**config.mk**
```make
export PLATFORM = sky130hd
export DESIGN_NAME = dcache_line_select
export DESIGN_NICKNAME = d
export VERILOG_FILES = /design/src/design/dcache_pkg.sv /design/src/design/dcache_line_select.sv
export SDC_FILE = /design/constraint.sdc
export NUM_CORES = 1
export LEC_CHECK = 0
export BUFFER_PORTS_ARGS = -buffer_cell sky130_fd_sc_hd__buf_4
export CAP_MARGIN = 20
export CORE_AREA = 2 2 251 253
export DETAILED_ROUTE_END_ITERATION = 16
export DIE_AREA = 0 0 253 255
export PLACE_DENSITY = 0.42
export SYNTH_ARGS = -nofsm -noshare
export SYNTH_HDL_FRONTEND = slang
export SYNTH_SLANG_ARGS = --single-unit
export TNS_END_PERCENT = 10
```
**constraint.sdc**
```tcl
create_clock -name vclk -period 1.89
set_input_delay 0.189 -clock vclk [all_inputs]
set_output_delay 0.189 -clock vclk [all_outputs]
set_load 0.05 [all_outputs]
```
**src/design/dcache_pkg.sv**
```systemverilog
`default_nettype none

package dcache_pkg;

  localparam int ADDR_W      = 32;
  localparam int DATA_W      = 64;   // cpu and memory word
  localparam int OFFSET_W    = 6;    // 64-byte lines
  localparam int BANK_COUNT  = 4;
  localparam int BANK_W      = 128;  // two doublewords per bank entry
  localparam int BEATS       = 8;    // doublewords per line burst
  localparam int DEF_INDEX_W = 6;    // 64 lines

  // one address word, seen raw on the memory side or split for lookup
  typedef union packed {
    logic [ADDR_W-1:0] raw;
    struct packed {
      logic [ADDR_W-DEF_INDEX_W-OFFSET_W-1:0] tag;
      logic [DEF_INDEX_W-1:0]                 index;
      logic [OFFSET_W-1:0]                    offset;
    } f;
  } dcache_addr_u;

endpackage

`default_nettype wire
```
**src/design/dcache_line_select.sv**
```systemverilog
`timescale 1ns/1ps
`default_nettype none

module dcache_line_select import dcache_pkg::*; (
  input  logic [BANK_COUNT-1:0][BANK_W-1:0] bank_rdata_i,
  input  logic [OFFSET_W-1:0]               offset_i,
  input  logic [$clog2(BEATS):0]            beat_i,
  output logic [DATA_W-1:0]                 cpu_rdata_o,
  output logic [DATA_W-1:0]                 wb_data_o
);

  localparam int BSEL_W = $clog2(BANK_COUNT);

  logic [BANK_W-1:0] cpu_word;
  logic [BANK_W-1:0] wb_word;

  // cpu side keyed by address offset
  assign cpu_word    = bank_rdata_i[offset_i[OFFSET_W-1 -: BSEL_W]];
  assign cpu_rdata_o = offset_i[OFFSET_W-BSEL_W-1] ? cpu_word[BANK_W-1 -: DATA_W]
                                                   : cpu_word[DATA_W-1:0];

  // write-back side keyed by burst beat
  assign wb_word   = bank_rdata_i[beat_i[BSEL_W:1]];
  assign wb_data_o = beat_i[0] ? wb_word[BANK_W-1 -: DATA_W] : wb_word[DATA_W-1:0];

endmodule

`default_nettype wire

```
* Word level (Yosys, flattened, before mapping)
Index checks and enable logic that the tools add are counted.
Storage, ports and cells: input port bits 522, flip-flop bits (word level) 0, output and inout port bits 128, logic and storage cells 8
Operators by class: order comparisons 2, multiplexer cells 6
Operator list (count):
- 128-bit binary-select mux with 2-bit select | 2
- 128-bit two-way mux | 2
- 64-bit two-way mux | 2
- 2-bit by 3-bit less-than comparator with 1-bit output (second input constant) | 2

* Depth between registers and ports, before layout
depth in word-level cells 3, depth in mapped cells 4, depth with buffers taken out 2

* Least setup slack after synthesis
No wires, ideal clock.
kind input -> output, from input offset_i[4], to output cpu_rdata_o[43], required time 1701 ps, slack 247 ps, stages on the path 4, data arrival time 1454 ps, path buffers 2, path through buf_4 -> buf_6 -> mux4_2 -> mux2_2
Between the ends: word-level cells in the longest chain between the ends 3
RTL lines:
- from (decl) | RTL line dcache_line_select.sv:6 | input logic [OFFSET_W-1:0] offset_i,
- 128-bit binary-select mux with 2-bit select | RTL line dcache_line_select.sv:18 | assign cpu_word = bank_rdata_i[offset_i[OFFSET_W-1 -: BSEL_W]];
- 128-bit two-way mux (implied by the code) | RTL line dcache_line_select.sv:18
- 64-bit two-way mux | RTL line dcache_line_select.sv:19 | assign cpu_rdata_o = offset_i[OFFSET_W-BSEL_W-1] ? cpu_word[BANK_W-1 -: DATA_W]
- to (decl) | RTL line dcache_line_select.sv:8 | output logic [DATA_W-1:0] cpu_rdata_o,
Every way passes these cells. The select of a mux whose other input is x is not followed.

* Worst setup path in the final report
Same ends and word-level chain as after synthesis.

==> impl_results.md <==
* Outcome: finished clean
* Die footprint at 64500 um^2
* Final slew viol count at 0
* Min Hold Slack at 0.850 ns
* RSZ-0062 raised after global routing: yes
* Rows at 92
* Mapped Area at 7670 um^2
* Layout cells sized above 1 at 100%
* Crit path max-delay cell type: mux4_2
* Fin util at 22.9%
* Total grt overflow at 0
* First-pass GRT wire length at 61.4 mm
* Routed WL at 44.0 mm
* Final ANT Viol Nets at 0
* Hold Crit Depth at 3
* Max Cap Viol at 0
* YS warnings at 0
* Area growth syn-to-layout at 85.7%
* Avg WL per Cell at 22.9 um
* Syn nets at 976
* GPL Wtd Cong at 0.838
* Setup crit end kind: output port
* Iteration count of the initial detailed-routing pass at 4
* Syn Area/Cell at 16.9 um^2
* Critical path data required time at 1.70 ns
* Most common cell after layout, fill and taps aside: buf_4
* Setup Crit Path Kind: in -> out
* Crit-path cells: buf_8 > buf_12 > buf_16 > mux4_2 > mux2_2 > buf_4
* Initial Util at 12.3%
* Synth cell types at 7
* Vias in the first global route at 9398
* Remaining DRCs at 0
* Crit path launch type: input port
* Routing usage on met2 at 24.0%
* Max Clk Rate at 533 MHz
* HP Class: in -> out
* Final HPWL DP at 38.7 mm
* Largest net degree at the start of global routing at 34
* Bufs and invs on worst path at 4
* Worst setup path start: offset_i[4]
* Iter 0 DRT Violations at 376
* Final period util at 99.4%
* Vias at 8258
* Met1 Use GR at 14.6%
* Sequential fraction of the synthesis area at 0%
* Port Buf Inserts at 646
* WP data arrival at 1.69 ns
* Synth Instances at 454
* Die Y at 255 um
* CTS hold repair buffers at 0
* Met3 usage at 2.81%
* Commonest non-fill, non-tap cells in the layout: 696 x buf_4, 256 x mux4_2, 128 x mux2_2, 27 x buf_12, 10 x buf_6
* Worst path max stage delay at 0.54 ns
* Slew headroom at 79.4%
* Worst Max-Slew Pin Slew at 0.309 ns
* Layout sequential cell count at 0
* Tmin final at 1.88 ns
* Worst Hold Launch: beat_i[2]
* GRT Resource Usage Total at 12.6%
* Top Ports at 650
* Antenna violations before repair at 1
* Via/cell ratio at 4.29
* Final setup fails at 0
* Fin. Hold Viols at 0
* CP max FO at 15
* Die width at 253 um
* Fin nets at 1647
* Worst path depth at 6
* Crit path to: cpu_rdata_o[43]
* Clock Buffer Count at 0
* Largest delay share family, worst path: multiplexers
* Gr busiest metal: met2
* CORE AREA at 62200 um^2
* Sequential cell area at 0 um^2
[final cells by class]
type               instances  area [um^2]
repair buffers           739         6030
well taps                799         1000
fillers                 6690        47900
diodes                     1         2.50
multi-input cells        384         7210
[cells by family after synthesis]
logic type | Yosys count | synth area share (%)
buffers and inverters | 70 | 6.02
multiplexers | 384 | 94.0
[how the worst min path moves through the flow]
stage / end
after floorplan: cpu_rdata_o[0]
after global placement: wb_data_o[31]
after detailed placement: wb_data_o[31]
after CTS: wb_data_o[31]
after global routing: wb_data_o[31]
final: wb_data_o[31]
[what timing repair did]
item	CTS	global route
gates cloned	1	1
endpoints found under the setup margin	21	19
buffers inserted	1	3
gates resized for setup	7	6
[synth_stat cells]
cell type | n | area, um^2
buf_6 | 23 | 259
mux2_2 | 128 | 1440
buf_4 | 5 | 37.5
buf_1 | 18 | 67.6
clkbuf_1 | 18 | 67.6
mux4_2 | 256 | 5770
buf_2 | 6 | 30.0
[per-stage QoR]
stage | area [um^2] | std cells | setup slack, ns | TNS, ns
finish | 14200 | 1923 | 0.0123 | 0
global placement | 14100 | 1916 | -0.0166 | -0.0498
global route | 14200 | 1922 | -0.0254 | -0.0545
floorplan | 7670 | 454 | 0.247 | 0
CTS | 14200 | 1918 | -0.0395 | -0.0519
detailed placement | 14100 | 1916 | -0.0406 | -0.253
[routing by layer]
metal | up-vias | share of wire, % | wire length, um
met1 | 4256 | 38 | 16500
met3 | 26 | 8.2 | 3610
met4 | 2 | 1.7 | 749
met5 | - | 0.023 | 10
met2 | 431 | 52 | 23100
li1 | 3543 | - | -
