[src/design/dcache_pkg.sv]
`default_nettype none

package dcache_pkg;

  localparam int ADDR_W      = 32;
  localparam int DATA_W      = 64;   // cpu and memory word
  localparam int OFFSET_W    = 6;    // 64-byte lines
  localparam int BANK_COUNT  = 4;
  localparam int BANK_W      = 128;  // two doublewords per bank entry
  localparam int BEATS       = 8;    // doublewords per line burst
  localparam int DEF_INDEX_W = 6;    // 64 lines

  // one address word, seen raw on the memory side or split for lookup
  typedef union packed {
    logic [ADDR_W-1:0] raw;
    struct packed {
      logic [ADDR_W-DEF_INDEX_W-OFFSET_W-1:0] tag;
      logic [DEF_INDEX_W-1:0]                 index;
      logic [OFFSET_W-1:0]                    offset;
    } f;
  } dcache_addr_u;

endpackage

`default_nettype wire
[src/design/dcache_ctrl.sv]
`timescale 1ns/1ps
`default_nettype none

module dcache_ctrl import dcache_pkg::*; #(
  parameter int INDEX_W = DEF_INDEX_W
) (
  input  logic                               clk,
  input  logic                               rst,
  input  logic                               req_valid_i,
  input  logic                               req_write_i,
  input  dcache_addr_u                       req_addr_i,
  input  logic [DATA_W-1:0]                  req_wdata_i,
  input  logic [DATA_W/8-1:0]                req_mask_i,
  input  logic                               hit_i,
  input  logic                               dirty_i,
  input  logic [ADDR_W-INDEX_W-OFFSET_W-1:0] stored_tag_i,
  input  logic                               mem_rd_ready_i,
  input  logic [DATA_W-1:0]                  mem_rd_data_i,
  input  logic                               mem_wr_ready_i,
  output logic                               ready_o,
  output logic                               mem_rd_valid_o,
  output logic [ADDR_W-1:0]                  mem_rd_addr_o,
  output logic                               mem_wr_valid_o,
  output logic [ADDR_W-1:0]                  mem_wr_addr_o,
  output logic [$clog2(BEATS):0]             beat_o,
  output logic [INDEX_W-1:0]                 bank_index_o,
  output logic [BANK_COUNT-1:0]              bank_wen_o,
  output logic [BANK_W-1:0]                  bank_wdata_o,
  output logic [BANK_W-1:0]                  bank_wmask_o,
  output logic                               tag_wen_o,
  output logic                               dirty_o
);

  localparam int BSEL_W = $clog2(BANK_COUNT);
  localparam int HALF_B = OFFSET_W - BSEL_W - 1;  // doubleword half bit

  localparam logic [1:0] S_IDLE   = 2'd0;
  localparam logic [1:0] S_WB     = 2'd1;
  localparam logic [1:0] S_REFILL = 2'd2;

  logic [1:0]         state_q;
  logic               wr_hit_q;  // bank write in the ready cycle
  logic               fill_q;    // tag write after the last refill beat
  logic               accept;
  logic               rd_hs;
  logic               wr_hs;
  logic               last_beat;
  logic [DATA_W-1:0]  byte_bits;
  dcache_addr_u       line_base;

  assign bank_index_o = req_addr_i.raw[OFFSET_W +: INDEX_W];
  assign accept    = (state_q == S_IDLE) && req_valid_i && !ready_o && !fill_q;
  assign rd_hs     = mem_rd_valid_o && mem_rd_ready_i;
  assign wr_hs     = mem_wr_valid_o && mem_wr_ready_i;
  assign last_beat = (beat_o == BEATS - 1);

  always_comb begin
    line_base          = req_addr_i;
    line_base.f.offset = '0;
  end

  always_comb begin
    for (int i = 0; i < DATA_W / 8; i++) begin
      byte_bits[8*i +: 8] = {8{req_mask_i[i]}};  // byte mask to bit mask
    end
  end

  always_ff @(posedge clk) begin
    if (rst) begin
      state_q        <= S_IDLE;
      beat_o         <= '0;
      ready_o        <= 1'b0;
      wr_hit_q       <= 1'b0;
      fill_q         <= 1'b0;
      mem_rd_valid_o <= 1'b0;
      mem_wr_valid_o <= 1'b0;
    end else begin
      ready_o  <= accept && hit_i;
      wr_hit_q <= accept && hit_i && req_write_i;
      fill_q   <= 1'b0;
      case (state_q)
        S_IDLE: begin
          if (accept && !hit_i) begin
            beat_o <= '0;
            if (dirty_i) begin
              state_q        <= S_WB;
              mem_wr_valid_o <= 1'b1;
            end else begin
              state_q        <= S_REFILL;
              mem_rd_valid_o <= 1'b1;
            end
          end
        end
        S_WB: begin
          if (wr_hs) begin
            if (last_beat) begin
              beat_o         <= '0;
              mem_wr_valid_o <= 1'b0;
              mem_rd_valid_o <= 1'b1;  // refill right behind
              state_q        <= S_REFILL;
            end else begin
              beat_o <= beat_o + 1'b1;
            end
          end
        end
        S_REFILL: begin
          if (rd_hs) begin
            if (last_beat) begin
              beat_o         <= '0;
              mem_rd_valid_o <= 1'b0;
              fill_q         <= 1'b1;
              state_q        <= S_IDLE;  // lookup again, hits
            end else begin
              beat_o <= beat_o + 1'b1;
            end
          end
        end
        default: state_q <= S_IDLE;
      endcase
    end
  end

  always_ff @(posedge clk) begin
    if (accept && !hit_i) begin
      mem_wr_addr_o <= {stored_tag_i, bank_index_o, {OFFSET_W{1'b0}}};  // victim line
      mem_rd_addr_o <= line_base.raw;
    end
  end

  // bank write steering
  always_comb begin
    bank_wen_o = '0;
    if (wr_hit_q) begin
      bank_wen_o[req_addr_i.f.offset[OFFSET_W-1 -: BSEL_W]] = 1'b1;
      bank_wdata_o = {2{req_wdata_i}};
      bank_wmask_o = req_addr_i.f.offset[HALF_B] ? {byte_bits, {DATA_W{1'b0}}}
                                                 : {{DATA_W{1'b0}}, byte_bits};
    end else begin
      bank_wen_o[beat_o[BSEL_W:1]] = rd_hs;  // beat k into bank k/2
      bank_wdata_o = {2{mem_rd_data_i}};
      bank_wmask_o = beat_o[0] ? {{DATA_W{1'b1}}, {DATA_W{1'b0}}}
                               : {{DATA_W{1'b0}}, {DATA_W{1'b1}}};
    end
  end

  assign tag_wen_o = wr_hit_q || fill_q;
  assign dirty_o   = wr_hit_q;  // refill leaves the line clean

  a_one_burst: assert property (@(posedge clk) disable iff (rst)
    !(mem_rd_valid_o && mem_wr_valid_o));

  a_beat_range: assert property (@(posedge clk) disable iff (rst) beat_o < BEATS);

endmodule

`default_nettype wire

[config.mk]
export PLATFORM = sky130hd
export DESIGN_NAME = dcache_ctrl
export DESIGN_NICKNAME = d
export VERILOG_FILES = /design/src/design/dcache_pkg.sv /design/src/design/dcache_ctrl.sv
export SDC_FILE = /design/constraint.sdc
export NUM_CORES = 1
export LEC_CHECK = 0
export BUFFER_PORTS_ARGS = -buffer_cell sky130_fd_sc_hd__buf_2
export CAP_MARGIN = 0
export CORE_AREA = 4 4 207 209
export CTS_CLUSTER_DIAMETER = 80
export DETAILED_ROUTE_END_ITERATION = 8
export DIE_AREA = 0 0 211 213
export SLEW_MARGIN = 20
export SYNTH_ARGS = -nofsm -noshare
export SYNTH_HDL_FRONTEND = slang
export SYNTH_SLANG_ARGS = --single-unit
[constraint.sdc]
create_clock -name clk -period 3.81 [get_ports clk]
set_input_delay 0.1905 -clock clk [delete_from_list [all_inputs] [get_ports clk]]
set_output_delay 0.1905 -clock clk [all_outputs]
set_load 0.02 [all_outputs]
-- Word level (Yosys, flattened, before mapping)
Cells that the tools add are included.
W data, S select, Z words.
- add/subtract/negate cells: 1
- order comparisons: 4
- eq/ne operators: 10
- multiplexer cells: 33
- bitwise logic cells: 3
- reduce and logical (&&, ||, !) cells: 22
- operator list (operator ; count):
    $mux W128 ; 4
    $mux W4 ; 5
    $mux W1 ; 12
    $mux W2 ; 6
    $ne A2 B2 Y1 const B ; 6
    $pmux W4 S3 ; 1
    $logic_and A1 B1 Y1 ; 10
    $reduce_and A5 Y1 ; 2
    $reduce_and A7 Y1 ; 1
    $lt A2 B3 Y1 const B ; 2
    $pmux W2 S3 ; 1
    $add A4 B1 Y4 const B ; 1
    $and A4 B4 Y4 ; 1
    $demux W1 S2 ; 2
    $eq A4 B3 Y1 const B ; 1
    $ge A2 B1 Y1 const B ; 2
    $reduce_and A4 Y1 ; 1
    $logic_not A1 Y1 ; 3
    $pmux W1 S3 ; 1
    $reduce_bool A3 Y1 ; 1
    $reduce_or A3 Y1 ; 1
    $eq A2 B1 Y1 const B ; 1
    $eq A2 B2 Y1 const B ; 1
    $logic_not A2 Y1 ; 1
    other kinds (5) ; 6
- bits in registers: 63
- bits of input ports: 196
- output and inout port bits: 339

-- Longest topological paths before layout
- depth in word-level cells: 7
- mapped depth: 6

-- Worst setup path after synthesis
Ideal clock, no wire load.
- kind: register -> register
- from: register state_q[0]
- to: register mem_rd_addr_o[12] (enable)
- library setup time: 0.450 ns
- arrival: 2.758 ns
- data required time: 3.360 ns
- path slack: 0.602 ns
- stages on the path, launching flop included: 5
- cells stage by stage: dfxtp_1 inv_1 ha_1 nand3_1 nor2_1
- longest elaborated chain between the ends: 5
- ends and longest elaborated chain (item ; RTL line ; text):
    start: declaration ; dcache_ctrl.sv:41 ; logic [1:0] state_q;
    start signal: assignment ; dcache_ctrl.sv:70 ; state_q <= S_IDLE;
    start signal: assignment ; dcache_ctrl.sv:86 ; state_q <= S_WB;
    start signal: assignment ; dcache_ctrl.sv:89 ; state_q <= S_REFILL;
    $logic_not A2 Y1 ; dcache_ctrl.sv:52 ; assign accept = (state_q == S_IDLE) && req_valid_i && !ready_o && !fill_q;
    $logic_and A1 B1 Y1 (3 in a row) ; dcache_ctrl.sv:52 ;
    $logic_and A1 B1 Y1 ; dcache_ctrl.sv:124 ; if (accept && !hit_i) begin
    end signal: assignment ; dcache_ctrl.sv:126 ; mem_rd_addr_o <= line_base.raw;
    end: declaration ; dcache_ctrl.sv:22 ; output logic [ADDR_W-1:0] mem_rd_addr_o,
Every way passes these cells.
A chain may end at the register's enable or synchronous reset.

-- Final worst setup path
- from: register wr_hit_q (netlist: dirty_o)
- to: output bank_wmask_o[19]
- longest elaborated chain between the ends: 1
- ends and longest elaborated chain (item ; RTL line ; text):
    start: declaration ; dcache_ctrl.sv:42 ; logic wr_hit_q;
    start signal: assignment ; dcache_ctrl.sv:79 ; wr_hit_q <= accept && hit_i && req_write_i;
    $mux W128 ; dcache_ctrl.sv:133 ; if (wr_hit_q) begin
    end: declaration ; dcache_ctrl.sv:29 ; output logic [BANK_W-1:0] bank_wmask_o,
Every way passes these cells.

==> metrics.md <==
| Metric | Value |
|---|---|
| Post-layout min period | `2.404 ns` |
| Post-route ant nets | `0` |
| Num CTS Buffers | `9` |
| Slew Limit Headroom | `50.36%` |
| Hold Path Class | `primary input to register` |
| DRC viols | `0` |
| Mapped Area | `0.004478 mm²` |
| Largest cells by area after synthesis | `buf_4 (34%), edfxtp_1 (31%), mux2_2 (16%)` |
| Sw Share | `47.35%` |
| Synth warnings | `0` |
| Clk pwr share | `20.6%` |
| GRT Util Overall | `8.547%` |
| Post-Synth Simple-Gate Area | `4.722%` |
| Initial antenna violation count | `8` |
| Initial Util | `10.97%` |
| Status | `completed` |
| RSZ-0062 raised after global routing | `false` |
| Syn avg cell area | `10.69 µm²` |
| Std-Cell Rows | `74` |
| Final Wtd Congestion | `0.7839` |
| Worst Path Arrival | `2.21 ns` |
| Largest net degree at the start of global routing | `48` |
| Worst vdd ir | `0.0002592 V` |
| Final worst-path cycle share | `63.10%` |
| Clk_lat worst skew | `0.32 ns` |
| Max Slew Vio Count | `0` |
| # resized after CTS | `0` |
| Final hold violation count | `0` |
| Reg clk slew, reported paths | `0.05 ns` |
| First-pass GRT wire length | `27310 µm` |
| Yosys reg bits | `57` |
| WL final | `21580 µm` |
| Worst slew pin tran | `0.7431 ns` |
| Post-Synth XOR/XNOR Area | `0%` |
| DPL Wire Length | `19570 µm` |
| Internal power | `0.001926 W` |
| Postcts setup bufs | `0` |
| Reg2Reg Setup Slack | `1.74 ns` |
| IO buf count | `519` |
| Reg2reg start | `fill_q$_SDFF_PP0_` |
| WS Path Type | `register to output port` |
| Final TNS setup | `0 ns` |
| Clk sinks | `57` |
| Synth Area in Compound Gates | `6.901%` |
| Top cell type's share of synthesized area | `33.53%` |
| Clock root buffer | `clkbuf_16` |
| Pwr Total | `0.003659 W` |
| Clock skew | `0.005752 ns` |
| Critical path endpoint category | `output port` |
| CTS H-tree depth | `3` |
| Placed inst area | `0.006275 mm²` |
| Nets | `951` |
| Fmax | `416.0 MHz` |
| Critical Path Start Type | `register` |
| First-pass detailed-route iteration total | `4` |
| CTS max path bufs | `2` |
| CTS tree | `done` |
| Final core utilization | `16.07%` |
| Reg2reg path depth | `4` |
| Die Height | `213 µm` |
| Vias in the first global route | `3847` |
| Hold EP | `mem_rd_addr_o[28]$_DFFE_PP_` |
| Sw Pwr | `0.001733 W` |
| Count of cell types in the netlist | `36` |
| Die area | `0.04494 mm²` |
| Via Count | `4126` |
| Cell Pwr Density | `557.7 mW/mm²` |
| Die Wd | `211 µm` |
| Top cells by instance count after synthesis | `buf_4 (200), mux2_2 (64), edfxtp_1 (46)` |
| Logic pwr share | `56.9%` |
| Cells after synthesis | `419` |
| FFs w/ async S/R, synth | `0%` |
| Maxcap violations | `0` |
| Final Cell Area | `0.006560 mm²` |
| Min-delay src | `req_addr_i[28]` |
| Final number of setup-violating endpoints | `0` |
| Worst hold slack | `0.04212 ns` |
| Layout cells sized above 1 | `79.87%` |
| GRT overflow | `0` |
| Layout area overhead | `46.49%` |
| P_leak | `3.287 nW` |
| End of the worst register-to-register path | `beat_o[2]$_SDFFE_PP0P_` |
| CP required | `3.62 ns` |
| Synth Flop Type | `edfxtp_1` |
| Largest family of logic cells by synthesized area | `buffers and inverters` |
| Hold Path Depth | `1` |
| Area leader, netlist | `buf_4` |
| CP Max Fanout | `31` |
| Most common cell in the netlist | `buf_4` |
| Vias/cell | `3.201` |
| Multiplexer share of the synthesized area | `16.09%` |
| DR iter-0 viols | `213` |
| Number of synthesized flops with an enable pin | `46` |
| Number of hold buffers added after cts | `0` |
| Core ar. | `0.04083 mm²` |
| Post-synthesis adder-cell area fraction | `1.397%` |
| Sequential fraction of the synthesis area | `35.76%` |
| Average wire per standard cell | `16.74 µm` |
| Sequential share of power | `22.4%` |
| Ports | `535` |
[stage by stage]
step / std cells / worst slack [ns]
CTS: 1287 / 1.367
floorplan: 430 / 0.6024
global route: 1287 / 1.242
global placement: 1270 / 1.475
detailed placement: 1271 / 1.735
finish: 1289 / 1.406
[kinds of logic after synthesis]
| group | Yosys count |
|---|---|
| buffers and inverters | 218 |
| multiplexers | 64 |
| flip-flops | 57 |
| AO/OA/AOI/OAI | 38 |
| AND/OR/NAND/NOR | 36 |
| adder cells (fa/ha/maj) | 5 |
| other | 1 |
[placed cells by master (no fill, tap or decap), types with 3 or more instances in the layout]
cell type	netlist	final
clkbuf_16	0	9
ha_1	5	5
buf_2	0	519
nand3b_1	4	4
nor2_1	6	5
inv_1	6	6
a211oi_1	4	4
nand2_1	4	4
o21ai_0	3	3
a21o_1	17	17
o31ai_1	4	4
nand3_1	6	6
dfxtp_1	11	10
clkbuf_1	11	3
mux2_2	64	64
conb_1	1	12
edfxtp_1	46	46
nand2b_1	3	3
[worst max-delay path by stage]
stage	startpoint	end	slack (ns)	cells after the start
floorplan	state_q[0]$_SDFFE_PP0P_	mem_rd_addr_o[12]$_DFFE_PP_	0.60	4
global placement	state_q[0]$_SDFFE_PP0P_	mem_rd_addr_o[18]$_DFFE_PP_	1.48	4
detailed placement	dirty_o$_SDFF_PP0_	bank_wmask_o[20]	1.74	3
CTS	dirty_o$_SDFF_PP0_	bank_wmask_o[20]	1.37	3
global route	dirty_o$_SDFF_PP0_	bank_wmask_o[53]	1.24	3
finish	dirty_o$_SDFF_PP0_	bank_wmask_o[19]	1.41	3
[power by group through the flow]
stage	Clock, W	Combinational [W]	Sequential, W
floorplan	0	0.00181	0.000910
global placement	0	0.00208	0.000835
detailed placement	0	0.00210	0.000837
CTS	0.000779	0.00211	0.000826
global route	0.000811	0.00223	0.000832
finish	0.000754	0.00208	0.000821
[routing by layer]
layer | part of all wire, % | GRT usage [%] | vias to the layer above
li1 | - | - | 1898
met1 | 38 | 9.848 | 1882
met2 | 52 | 15.92 | 322
met3 | 8.8 | 2.263 | 24
met4 | 1.4 | 1.744 | 0
met5 | 0 | 0 | -
[final cells by class]
cell class / instances / area [µm²]
fillers: 4597 / 34270
repair buffers: 521 / 2625
flip-flops and latches: 57 / 1605
multi-input cells: 155 / 1356
well taps: 532 / 665.6
clock buffers: 12 / 236.5
clock inverters: 4 / 43.79
inverters: 6 / 22.52
diodes: 2 / 5.005
[state kept, by name (all words and copies together), names as in the netlist]
| register | flops |
|---|---|
| mem_rd_addr_o | 20 |
| mem_wr_addr_o | 26 |
| ready_o | 1 |
| dirty_o | 1 |
| mem_rd_valid_o | 1 |
| mem_wr_valid_o | 1 |
| beat_o | 4 |
| fill_q | 1 |
| state_q | 2 |
[critical path, stage by stage (launching register included)]
cell     delay [ns]
dfxtp_4        0.60
nor2b_1        0.66
a21o_1         0.37
buf_2          0.22
(Power assumes the default switching activity.)
