==> config.mk <==
export PLATFORM = sky130hd
export DESIGN_NAME = dcache_tag_array
export DESIGN_NICKNAME = d
export VERILOG_FILES = /design/src/design/dcache_pkg.sv /design/src/design/dcache_tag_array.sv
export SDC_FILE = /design/constraint.sdc
export NUM_CORES = 1
export LEC_CHECK = 0
export BUFFER_PORTS_ARGS = -buffer_cell sky130_fd_sc_hd__buf_4
export CAP_MARGIN = 10
export CORE_MARGIN = 1.5
export CORE_UTILIZATION = 35
export CTS_BUF_LIST = sky130_fd_sc_hd__clkbuf_8
export DETAILED_ROUTE_END_ITERATION = 10
export PLACE_DENSITY = 0.58
export SYNTH_ARGS = -nofsm -noshare
export SYNTH_HDL_FRONTEND = slang
export SYNTH_SLANG_ARGS = --single-unit
==> constraint.sdc <==
create_clock -name clk -period 5 [get_ports clk]
set_input_delay 0.25 -clock clk [delete_from_list [all_inputs] [get_ports clk]]
set_output_delay 0.25 -clock clk [all_outputs]
set_load 0.005 [all_outputs]
==> src/design/dcache_pkg.sv <==
`default_nettype none

package dcache_pkg;

  localparam int ADDR_W      = 32;
  localparam int DATA_W      = 64;   // cpu and memory word
  localparam int OFFSET_W    = 6;    // 64-byte lines
  localparam int BANK_COUNT  = 4;
  localparam int BANK_W      = 128;  // two doublewords per bank entry
  localparam int BEATS       = 8;    // doublewords per line burst
  localparam int DEF_INDEX_W = 6;    // 64 lines

  // one address word, seen raw on the memory side or split for lookup
  typedef union packed {
    logic [ADDR_W-1:0] raw;
    struct packed {
      logic [ADDR_W-DEF_INDEX_W-OFFSET_W-1:0] tag;
      logic [DEF_INDEX_W-1:0]                 index;
      logic [OFFSET_W-1:0]                    offset;
    } f;
  } dcache_addr_u;

endpackage

`default_nettype wire
==> src/design/dcache_tag_array.sv <==
`timescale 1ns/1ps
`default_nettype none

module dcache_tag_array import dcache_pkg::*; #(
  parameter int INDEX_W = DEF_INDEX_W
) (
  input  logic                                clk,
  input  logic                                rst,
  input  logic [INDEX_W-1:0]                  index_i,
  input  logic [ADDR_W-INDEX_W-OFFSET_W-1:0]  tag_i,
  input  logic                                wen_i,
  input  logic                                dirty_i,
  output logic                                hit_o,
  output logic                                dirty_o,
  output logic [ADDR_W-INDEX_W-OFFSET_W-1:0]  stored_tag_o
);

  localparam int TAG_W = ADDR_W - INDEX_W - OFFSET_W;
  localparam int LINES = 1 << INDEX_W;

  logic [TAG_W-1:0] tags_q [LINES];
  logic [LINES-1:0] valid_q;
  logic [LINES-1:0] dirty_q;

  always_ff @(posedge clk) begin
    if (rst) begin
      valid_q <= '0;
      dirty_q <= '0;
    end else if (wen_i) begin
      valid_q[index_i] <= 1'b1;
      dirty_q[index_i] <= dirty_i;
    end
  end

  always_ff @(posedge clk) begin
    if (wen_i) begin
      tags_q[index_i] <= tag_i;
    end
  end

  // lookup is combinational
  assign stored_tag_o = tags_q[index_i];
  assign hit_o        = valid_q[index_i] && (tags_q[index_i] == tag_i);
  assign dirty_o      = valid_q[index_i] && dirty_q[index_i];  // invalid line is never a victim

endmodule

`default_nettype wire

# Word level (Yosys, flattened, before mapping)
# Memories as Yosys holds them, arrays and structs flattened.
# Cells that the tools add are included.
# classes
magnitude_cmp	2
n_reduce_logical	3
n_eq_ne	1
bitwise_logic	1
n_mux	9
# op_table
operator	n
$bwmux 64	1
$or 64x64->64	1
$eq 20x20->1	1
$bmux 1 s6	2
$lt 6x7->1 const B	1
$demux 1 s6	1
$ge 6x1->1 const B	1
$mux 1	5
$logic_and 1x1->1	3
# totals
mem_bits_rw	1280
mem_count	1
register_bits	128
out_inout_bits	22
# memory_table
name	words	word_bits	read_ports	rd_ports_with_merged_regs	write_ports	line	source
tags_q	64	20	1	0	1	dcache_tag_array.sv:21	logic [TAG_W-1:0] tags_q [LINES];

# Depth between registers and ports, before layout
# Gate-level depths: netlist (run 1).
# depth
ltp_word	5
depth_mapped	15
mapped_depth_nobuf	8

# Worst setup path after synthesis (run 1)
# OpenSTA, ideal clock, no wires.
# synth_timing
kind	input -> register
from	input index_i[2]
to	memory tags_q[7][0] (netlist name) (enable)
arrival_time_ns	3.272
path_buffers	8
cell_stages	10
path_slack_ns	1.328
cell_sequence	buf_2 -> buf_4 -> buf_2 -> buf_2 -> buf_4 -> buf_2 -> buf_1 -> nand4_1 -> clkbuf_1 -> nor2_1
# synth_lines
element	line	source
from (decl)	dcache_tag_array.sv:9	input logic [INDEX_W-1:0] index_i,
to (decl)	dcache_tag_array.sv:21	
# Straight into the memory's write port.

# Worst setup path after layout (run 1)
# layout_timing
from	memory tags_q[13][2] (netlist name)
to	output hit_o
# layout_between
elab_chain_len	3
# layout_rtl
element	line	source
$mem_v2 64x20	n/a	
$eq 20x20->1	dcache_tag_array.sv:43	assign hit_o = valid_q[index_i] && (tags_q[index_i] == tag_i);
$logic_and 1x1->1	dcache_tag_array.sv:43	
to (decl)	dcache_tag_array.sv:13	output logic hit_o,
# No other way between the ends.

==> flow_summary.toml, run 1 <==
[setup_path]
critical_path_class = "reg2out"
endpoint_kind = "output port"
cp_slowest_cell = "or4_1"
crit_required_ns = 4.75
path_delay_family = "simple AND/OR/NAND/NOR gates"
slowest_delay_ns = 0.72
crit_fanout = 2
critical_path.startpoint_type = "flop"
cp_cell_sequence = "mux4_2 > a221o_1 > a221oi_1 > o22ai_1 > xnor2_1 > nand4_1 > or4_1 > nor4_4 > buf_4 > buf_4"
path_common_cell = "buf_4"
rrSetupSlack_ns = 3.81
arrival_ns = 4.66
critPathBufInv = 2

[final_layout]
drive_gt1_share_pct = 26.3
final_common_cell = "edfxtp_1"
syn_to_final_growth_pct = 16.0
layout_common_cells = "edfxtp_1, mux4_2, clkbuf_8, buf_4, mux2i_1"
nets = 3242
seq_area_mm2 = 0.0410
multi_input_area_mm2 = 0.0132
fill_cells = 13850

[route]
postRouteAntennaNets = 0
drcViolationCount = 0
vias = 31798
first_pass_iters = 5
vias_per_cell = 5.83
routed_wl_mm = 182
first_iter_violations = 4550
wl_per_cell_um = 33.4

[clock_tree]
postCtsSetupBuffers = 0
cts-root-buf = "clkbuf_8"
clock_path_buffers = 3
cts_tree = "yes"
clk_latency_ns = 0.93
cts_max_level = 4
cts_made_buffers = 222
clk_pin_slew_ns = 0.07
cts.sinks = 1408

[synthesis]
syn_nets = 2929
synth_edf_count = 1280
ys_seq_area_share_pct = 74.9
ys_warn_count = 0
ys_types = 69
synth.area.top_cells = "edfxtp_1, mux4_2, dfxtp_1"
synth_top_flop_cell = "edfxtp_1"
syn_inst = 2899
synth_top_area_share_pct = 70.2
synth_area_mm2 = 0.0547
synthArstFlopShare_pct = 0
postSynthAreaPerCell_um2 = 18.9
ys_ff_latch = 1408
yosysTopAreaCell = "edfxtp_1"

[place]
hpwl_mm = 111
post-place-ws_ns = -0.356
portBuffers = 51
gp_congestion = 0.869

[timing]
period_share_pct = 98.2
fmax_ghz = 0.204
holdWs_ns = 0.160
maxSlewHeadroom_pct = 21.4
rsz0062_at_grt = "no"
drv_slew = 0
final-hold-violation-count = 0
worst_pin_slew_ns = 1.18
finalCriticalPeriod_ns = 4.91
fin_worst_skew_ns = 0
setup_ws_ns = 0.0898
finalSetupViolations = 0

[floorplanning]
row_count = 144
die_x_um = 398
dieArea_mm2 = 0.159
fp.dieH_um = 398
core_area_mm2 = 0.155
num_io_pins = 52
start_util_pct = 35.4

[outcome]
status = "finished, final reports clean"

[hold_path]
hp-class = "in2reg"

[global_routing]
grt_pass1_wl_mm = 251
overflow = 0
antenna_found_initial = 6
grt_max_degree = 70
grt_pass1_vias = 30984
grtUsageTotal_pct = 22.9

[power_and_ir_drop]
power.density_mw_per_mm2 = 371
max-vdd-ir-drop_mv = 0.203
leakage_nw = 20.5

[run]
maxCapViolCount = 0
## final timing paths
| kind | startpoint | endpoint | depth (start not counted) |
|---|---|---|---|
| max | tags_q[13][2]$_DFFE_PP_ | hit_o | 10 |
| max reg2reg | dirty_q[3]$_SDFFE_PP0P_ | dirty_q[3]$_SDFFE_PP0P_ | 3 |
| min | tag_i[6] | tags_q[37][6]$_DFFE_PP_ | 2 |
| min reg2reg | valid_q[31]$_SDFFE_PP0P_ | valid_q[31]$_SDFFE_PP0P_ | 2 |
## metal layers
layer  share of wire [%]  track usage (%)  up-vias
met5               0.015                0        -
met4                 3.4             7.97        6
li1                    -                -    12501
met2                  46             35.2     2049
met3                 9.9             4.76      350
met1                  41             32.2    16892
## layout make-up
class | instances | share of cell area, %
Sequential cell | 1408 | 64.6
Multi-Input combinational cell | 1299 | 20.9
Clock buffer | 241 | 5.23
Tap cell | 2044 | 4.03
Timing Repair Buffer | 274 | 3.90
Clock inverter | 177 | 1.30
Inverter | 7 | 0.0434
Antenna cell | 5 | 0.0197
## power by group
group / switching [W] / internal, W
Clock: 0.00463 / 0.00454
Combinational: 0.000945 / 0.000490
Sequential: 0.0000190 / 0.0129
## synth_stat cells (all sizes together), types with 6 or more instances
cell / n
a211oi: 7
a21oi: 80
a221oi: 10
a22o: 20
a22oi: 29
a32oi: 8
and4b: 6
buf: 104
clkbuf: 81
dfxtp: 128
edfxtp: 1280
inv: 7
mux2: 9
mux2i: 191
mux4: 271
nand2: 113
nand3: 25
nand4: 12
nor2: 208
nor3: 12
nor3b: 6
nor4: 14
nor4b: 13
nor4bb: 7
o21ai: 78
o221ai: 6
o22ai: 81
or4: 7
xnor2: 8
xor2: 9
## repair_timing
item                                    in CTS  in global routing
endpoints found under the setup margin       1                  1
gates resized for setup                      3                  4
pin swaps                                    1                  0
endpoints found under the hold margin     1213                  0
hold buffers                                23                  0
## stage by stage
step	instance area, um2	utilization (%)	total power [W]	TNS (ns)	instances
finish	63400	41.0	0.0235	0	5455
floorplan	54700	-	0.0139	0	2899
global route	63400	41.0	0.0242	0	5452
global placement	59000	38.2	0.0146	-0.382	5009
CTS	63400	41.0	0.0236	0	5450
detailed placement	59000	38.2	0.0146	-0.356	5009
## kinds of logic after synthesis
kind of cell	after synthesis	share of synthesized area, %
DFF	1408	74.9
muxes	471	14.8
and+or+nand+nor	457	3.99
AOI/OAI and AO/OA	354	4.14
buffers and inverters	192	1.81
xor gates and xnor gates	17	0.286
## state kept, by name, summed over array words and instances, names as in the netlist
| signal | count |
|---|---|
| valid_q | 64 |
| dirty_q | 64 |
| tags_q | 1280 |
(Power assumes the default switching activity.)
==> run 2, diff against run 1 <==
--- a/config.mk
+++ b/config.mk
@@ -12,6 +12,7 @@
 export CTS_BUF_LIST = sky130_fd_sc_hd__clkbuf_8
 export DETAILED_ROUTE_END_ITERATION = 10
 export PLACE_DENSITY = 0.58
+export RECOVER_POWER = 100
 export SYNTH_ARGS = -nofsm -noshare
 export SYNTH_HDL_FRONTEND = slang
 export SYNTH_SLANG_ARGS = --single-unit
==> run 2 against run 1 <==
  * Setup slack worse by 0.20 ns
  * Die area unchanged
  * Clock skew unchanged
  * The run now ends with capacitance limit, slew limit, setup timing left
  * Cell count is essentially flat
  * Utilization fell by 0.57 points
  * Highest routed layer unchanged
  * Final area is 1.4% lower
  * Wire length hardly changed
  * Clock-buffer cell count is the same
  * Critical endpoint is now tags_q[28][6]$_DFFE_PP_
  * Flip-flop and latch count did not move
  * Clock power hardly changed
==> flow_summary.toml, run 2 (synthesis results as in run 1) <==
[final_layout]
layout_common_cells = "edfxtp_1, mux4_2, clkbuf_8, nor2_1, mux2i_1"
nets = 3242
largest_reg_flops = 1280
syn_to_final_growth_pct = 14.3
drive_gt1_share_pct = 22.0
reg_top3 = "tags_q (1280), dirty_q (64), valid_q (64)"
final_common_cell = "edfxtp_1"
top_register = "tags_q"
fill_cells = 14000
final-instance-count-excl-fill = 5453

[route]
first_iter_violations = 4472
first_pass_iters = 5
vias_per_cell = 5.79
vias = 31600
postRouteAntennaNets = 0
wl_per_cell_um = 33.4
routed_wl_mm = 182
drcViolationCount = 0

[setup_path]
rrSetupSlack_ns = 3.80
slowest_delay_ns = 1.99
critPathBufInv = 6
endpoint_kind = "flop"
r2r-start = "dirty_q[3]$_SDFFE_PP0P_"
path_delay_family = "simple AND/OR/NAND/NOR gates"
critical_path_class = "in2reg"
critical_path.startpoint_type = "input port"
rr_worst_depth = 3
arrival_ns = 5.66
worstReg2RegEnd = "dirty_q[3]$_SDFFE_PP0P_"
crit_fanout = 41
crit_required_ns = 5.56
cp_cell_sequence = "buf_8 > buf_4 > inv_1 > clkbuf_1 > nor2_1 > nand2_1 > clkbuf_1 > nor2_1 > clkbuf_2"
cp_slowest_cell = "nor2_1"

[outcome]
violations = "capacitance limit, slew limit, setup timing"
status = "complete, but fails checks"

[power_and_ir_drop]
p_comb_share_pct = 5.9
max-vdd-ir-drop_mv = 0.202
clockPowerShare_pct = 39.0
p_sw_share_pct = 23.7
power.density_mw_per_mm2 = 376
pwr-share-seq_pct = 55.1
leakage_nw = 20.1
p_sw_w = 0.00557
internal_power_w = 0.0179

[timing]
maxSlewHeadroom_pct = -144
fmax_ghz = 0.196
rsz0062_at_grt = "no"
finalSetupViolations = 12
fin_worst_skew_ns = 0
worst_pin_slew_ns = 3.66
finalCriticalPeriod_ns = 5.11
final-hold-violation-count = 0
period_share_pct = 102
drv_slew = 1312
setup_ws_ns = -0.106

[global_routing]
grt_pass1_vias = 30984
antenna_found_initial = 7
grt_max_degree = 70
grt_pass1_wl_mm = 251
overflow = 0
grtUsageTotal_pct = 22.9

[clock_tree]
cts_tree = "yes"
cts-root-buf = "clkbuf_8"
cts_max_level = 4
clock_path_buffers = 3
clk_latency_ns = 0.93
clk_pin_slew_ns = 0.07
cts_made_buffers = 222
postCtsSetupBuffers = 0
cts.sinks = 1408

[place]
dp.cells = 5009
hpwl_mm = 111
post-place-ws_ns = -0.356
gp_congestion = 0.869
portBuffers = 51

[floorplanning]
fp.dieH_um = 398
die_x_um = 398
num_io_pins = 52
dieArea_mm2 = 0.159
row_count = 144
core_area_mm2 = 0.155
start_util_pct = 35.4

[hold_path]
hp-class = "in2reg"
min_to = "dirty_q[1]$_SDFFE_PP0P_"
min_from = "index_i[0]"
whs_path_depth = 5

[run]
maxCapViolCount = 60
## run 2: cell count changes in the layout (fill, tap and decap cells not counted), moves of 4 or more
cell | previous run | this run
buf_4 | 221 | 116
clkbuf_1 | 0 | 91
nor2_1 | 144 | 196
nor2_4 | 58 | 10
clkbuf_2 | 0 | 21
buf_12 | 28 | 19
nor2_2 | 6 | 2
## run 2: through the flow
| stage | instance area [um2] | utilization (%) | setup TNS (ns) | total power, W | hold WS, ns |
|---|---|---|---|---|---|
| 2_1_floorplan | 54700 | - | 0 | 0.0139 | 0.349 |
| 3_3_place_gp | 59000 | 38.2 | -0.382 | 0.0146 | 0.443 |
| 3_5_place_dp | 59000 | 38.2 | -0.356 | 0.0146 | 0.456 |
| 4_1_cts | 63400 | 41.0 | 0 | 0.0236 | 0.0847 |
| 5_1_grt | 62600 | 40.5 | 0 | 0.0241 | 0.382 |
| 6_report | 62600 | 40.5 | -1.16 | 0.0235 | 0.372 |
## run 2: per-layer routing
| metal | routed length [um] | part of all wire [%] | track usage (%) |
|---|---|---|---|
| met5 | 27 | 0.015 | 0 |
| met4 | 7070 | 3.9 | 7.97 |
| met3 | 19000 | 10 | 4.76 |
| met2 | 83200 | 46 | 35.2 |
| met1 | 72900 | 40 | 32.2 |
## run 2: final cells by class
class	count	area, um2	share of cell area, %
timing repair buffer	274	1970	3.15
sequential	1408	41000	65.5
tap	2044	2560	4.09
clock inverter	177	822	1.31
clock buffer	241	3320	5.30
inverter	7	27.5	0.0440
multi-input combinational	1299	12900	20.6
antenna	3	7.51	0.0120
## run 2: worst max path at each step
| stage | startpoint | end | slack [ns] | cells after the start |
|---|---|---|---|---|
| after floorplan | index_i[2] | tags_q[7][0]$_DFFE_PP_ | 1.33 | 10 |
| after global routing | index_i[2] | hit_o | 0.01 | 13 |
| after global placement | index_i[1] | hit_o | -0.38 | 13 |
| after CTS | tags_q[20][7]$_DFFE_PP_ | hit_o | 0.0007 | 10 |
| after detailed placement | index_i[1] | hit_o | -0.36 | 13 |
| final | index_i[2] | tags_q[28][6]$_DFFE_PP_ | -0.11 | 9 |
## run 2: worst register-to-register path: stages (launching register included)
cell and delay (ns):
dfxtp_1 0.33, o21ai_0 0.08, a21oi_1 0.15, dlygate4sd3_1 0.58
## run 2: repair_timing
item                                   4_1_cts  5_1_grt
pin swaps                                    1        0
endpoints found under the hold margin     1213        0
gates resized for setup                      3        4
setup endpoints to repair                    1        1
hold buffers                                23        0
## run 2: power by group through the flow
stage          combinational (W)  sequential, W  clock [W]
4_1_cts                  0.00142         0.0129    0.00927
2_1_floorplan           0.000685         0.0132          0
3_5_place_dp             0.00140         0.0132          0
3_3_place_gp             0.00140         0.0132          0
5_1_grt                  0.00145         0.0129    0.00975
6_report                 0.00140         0.0129    0.00917
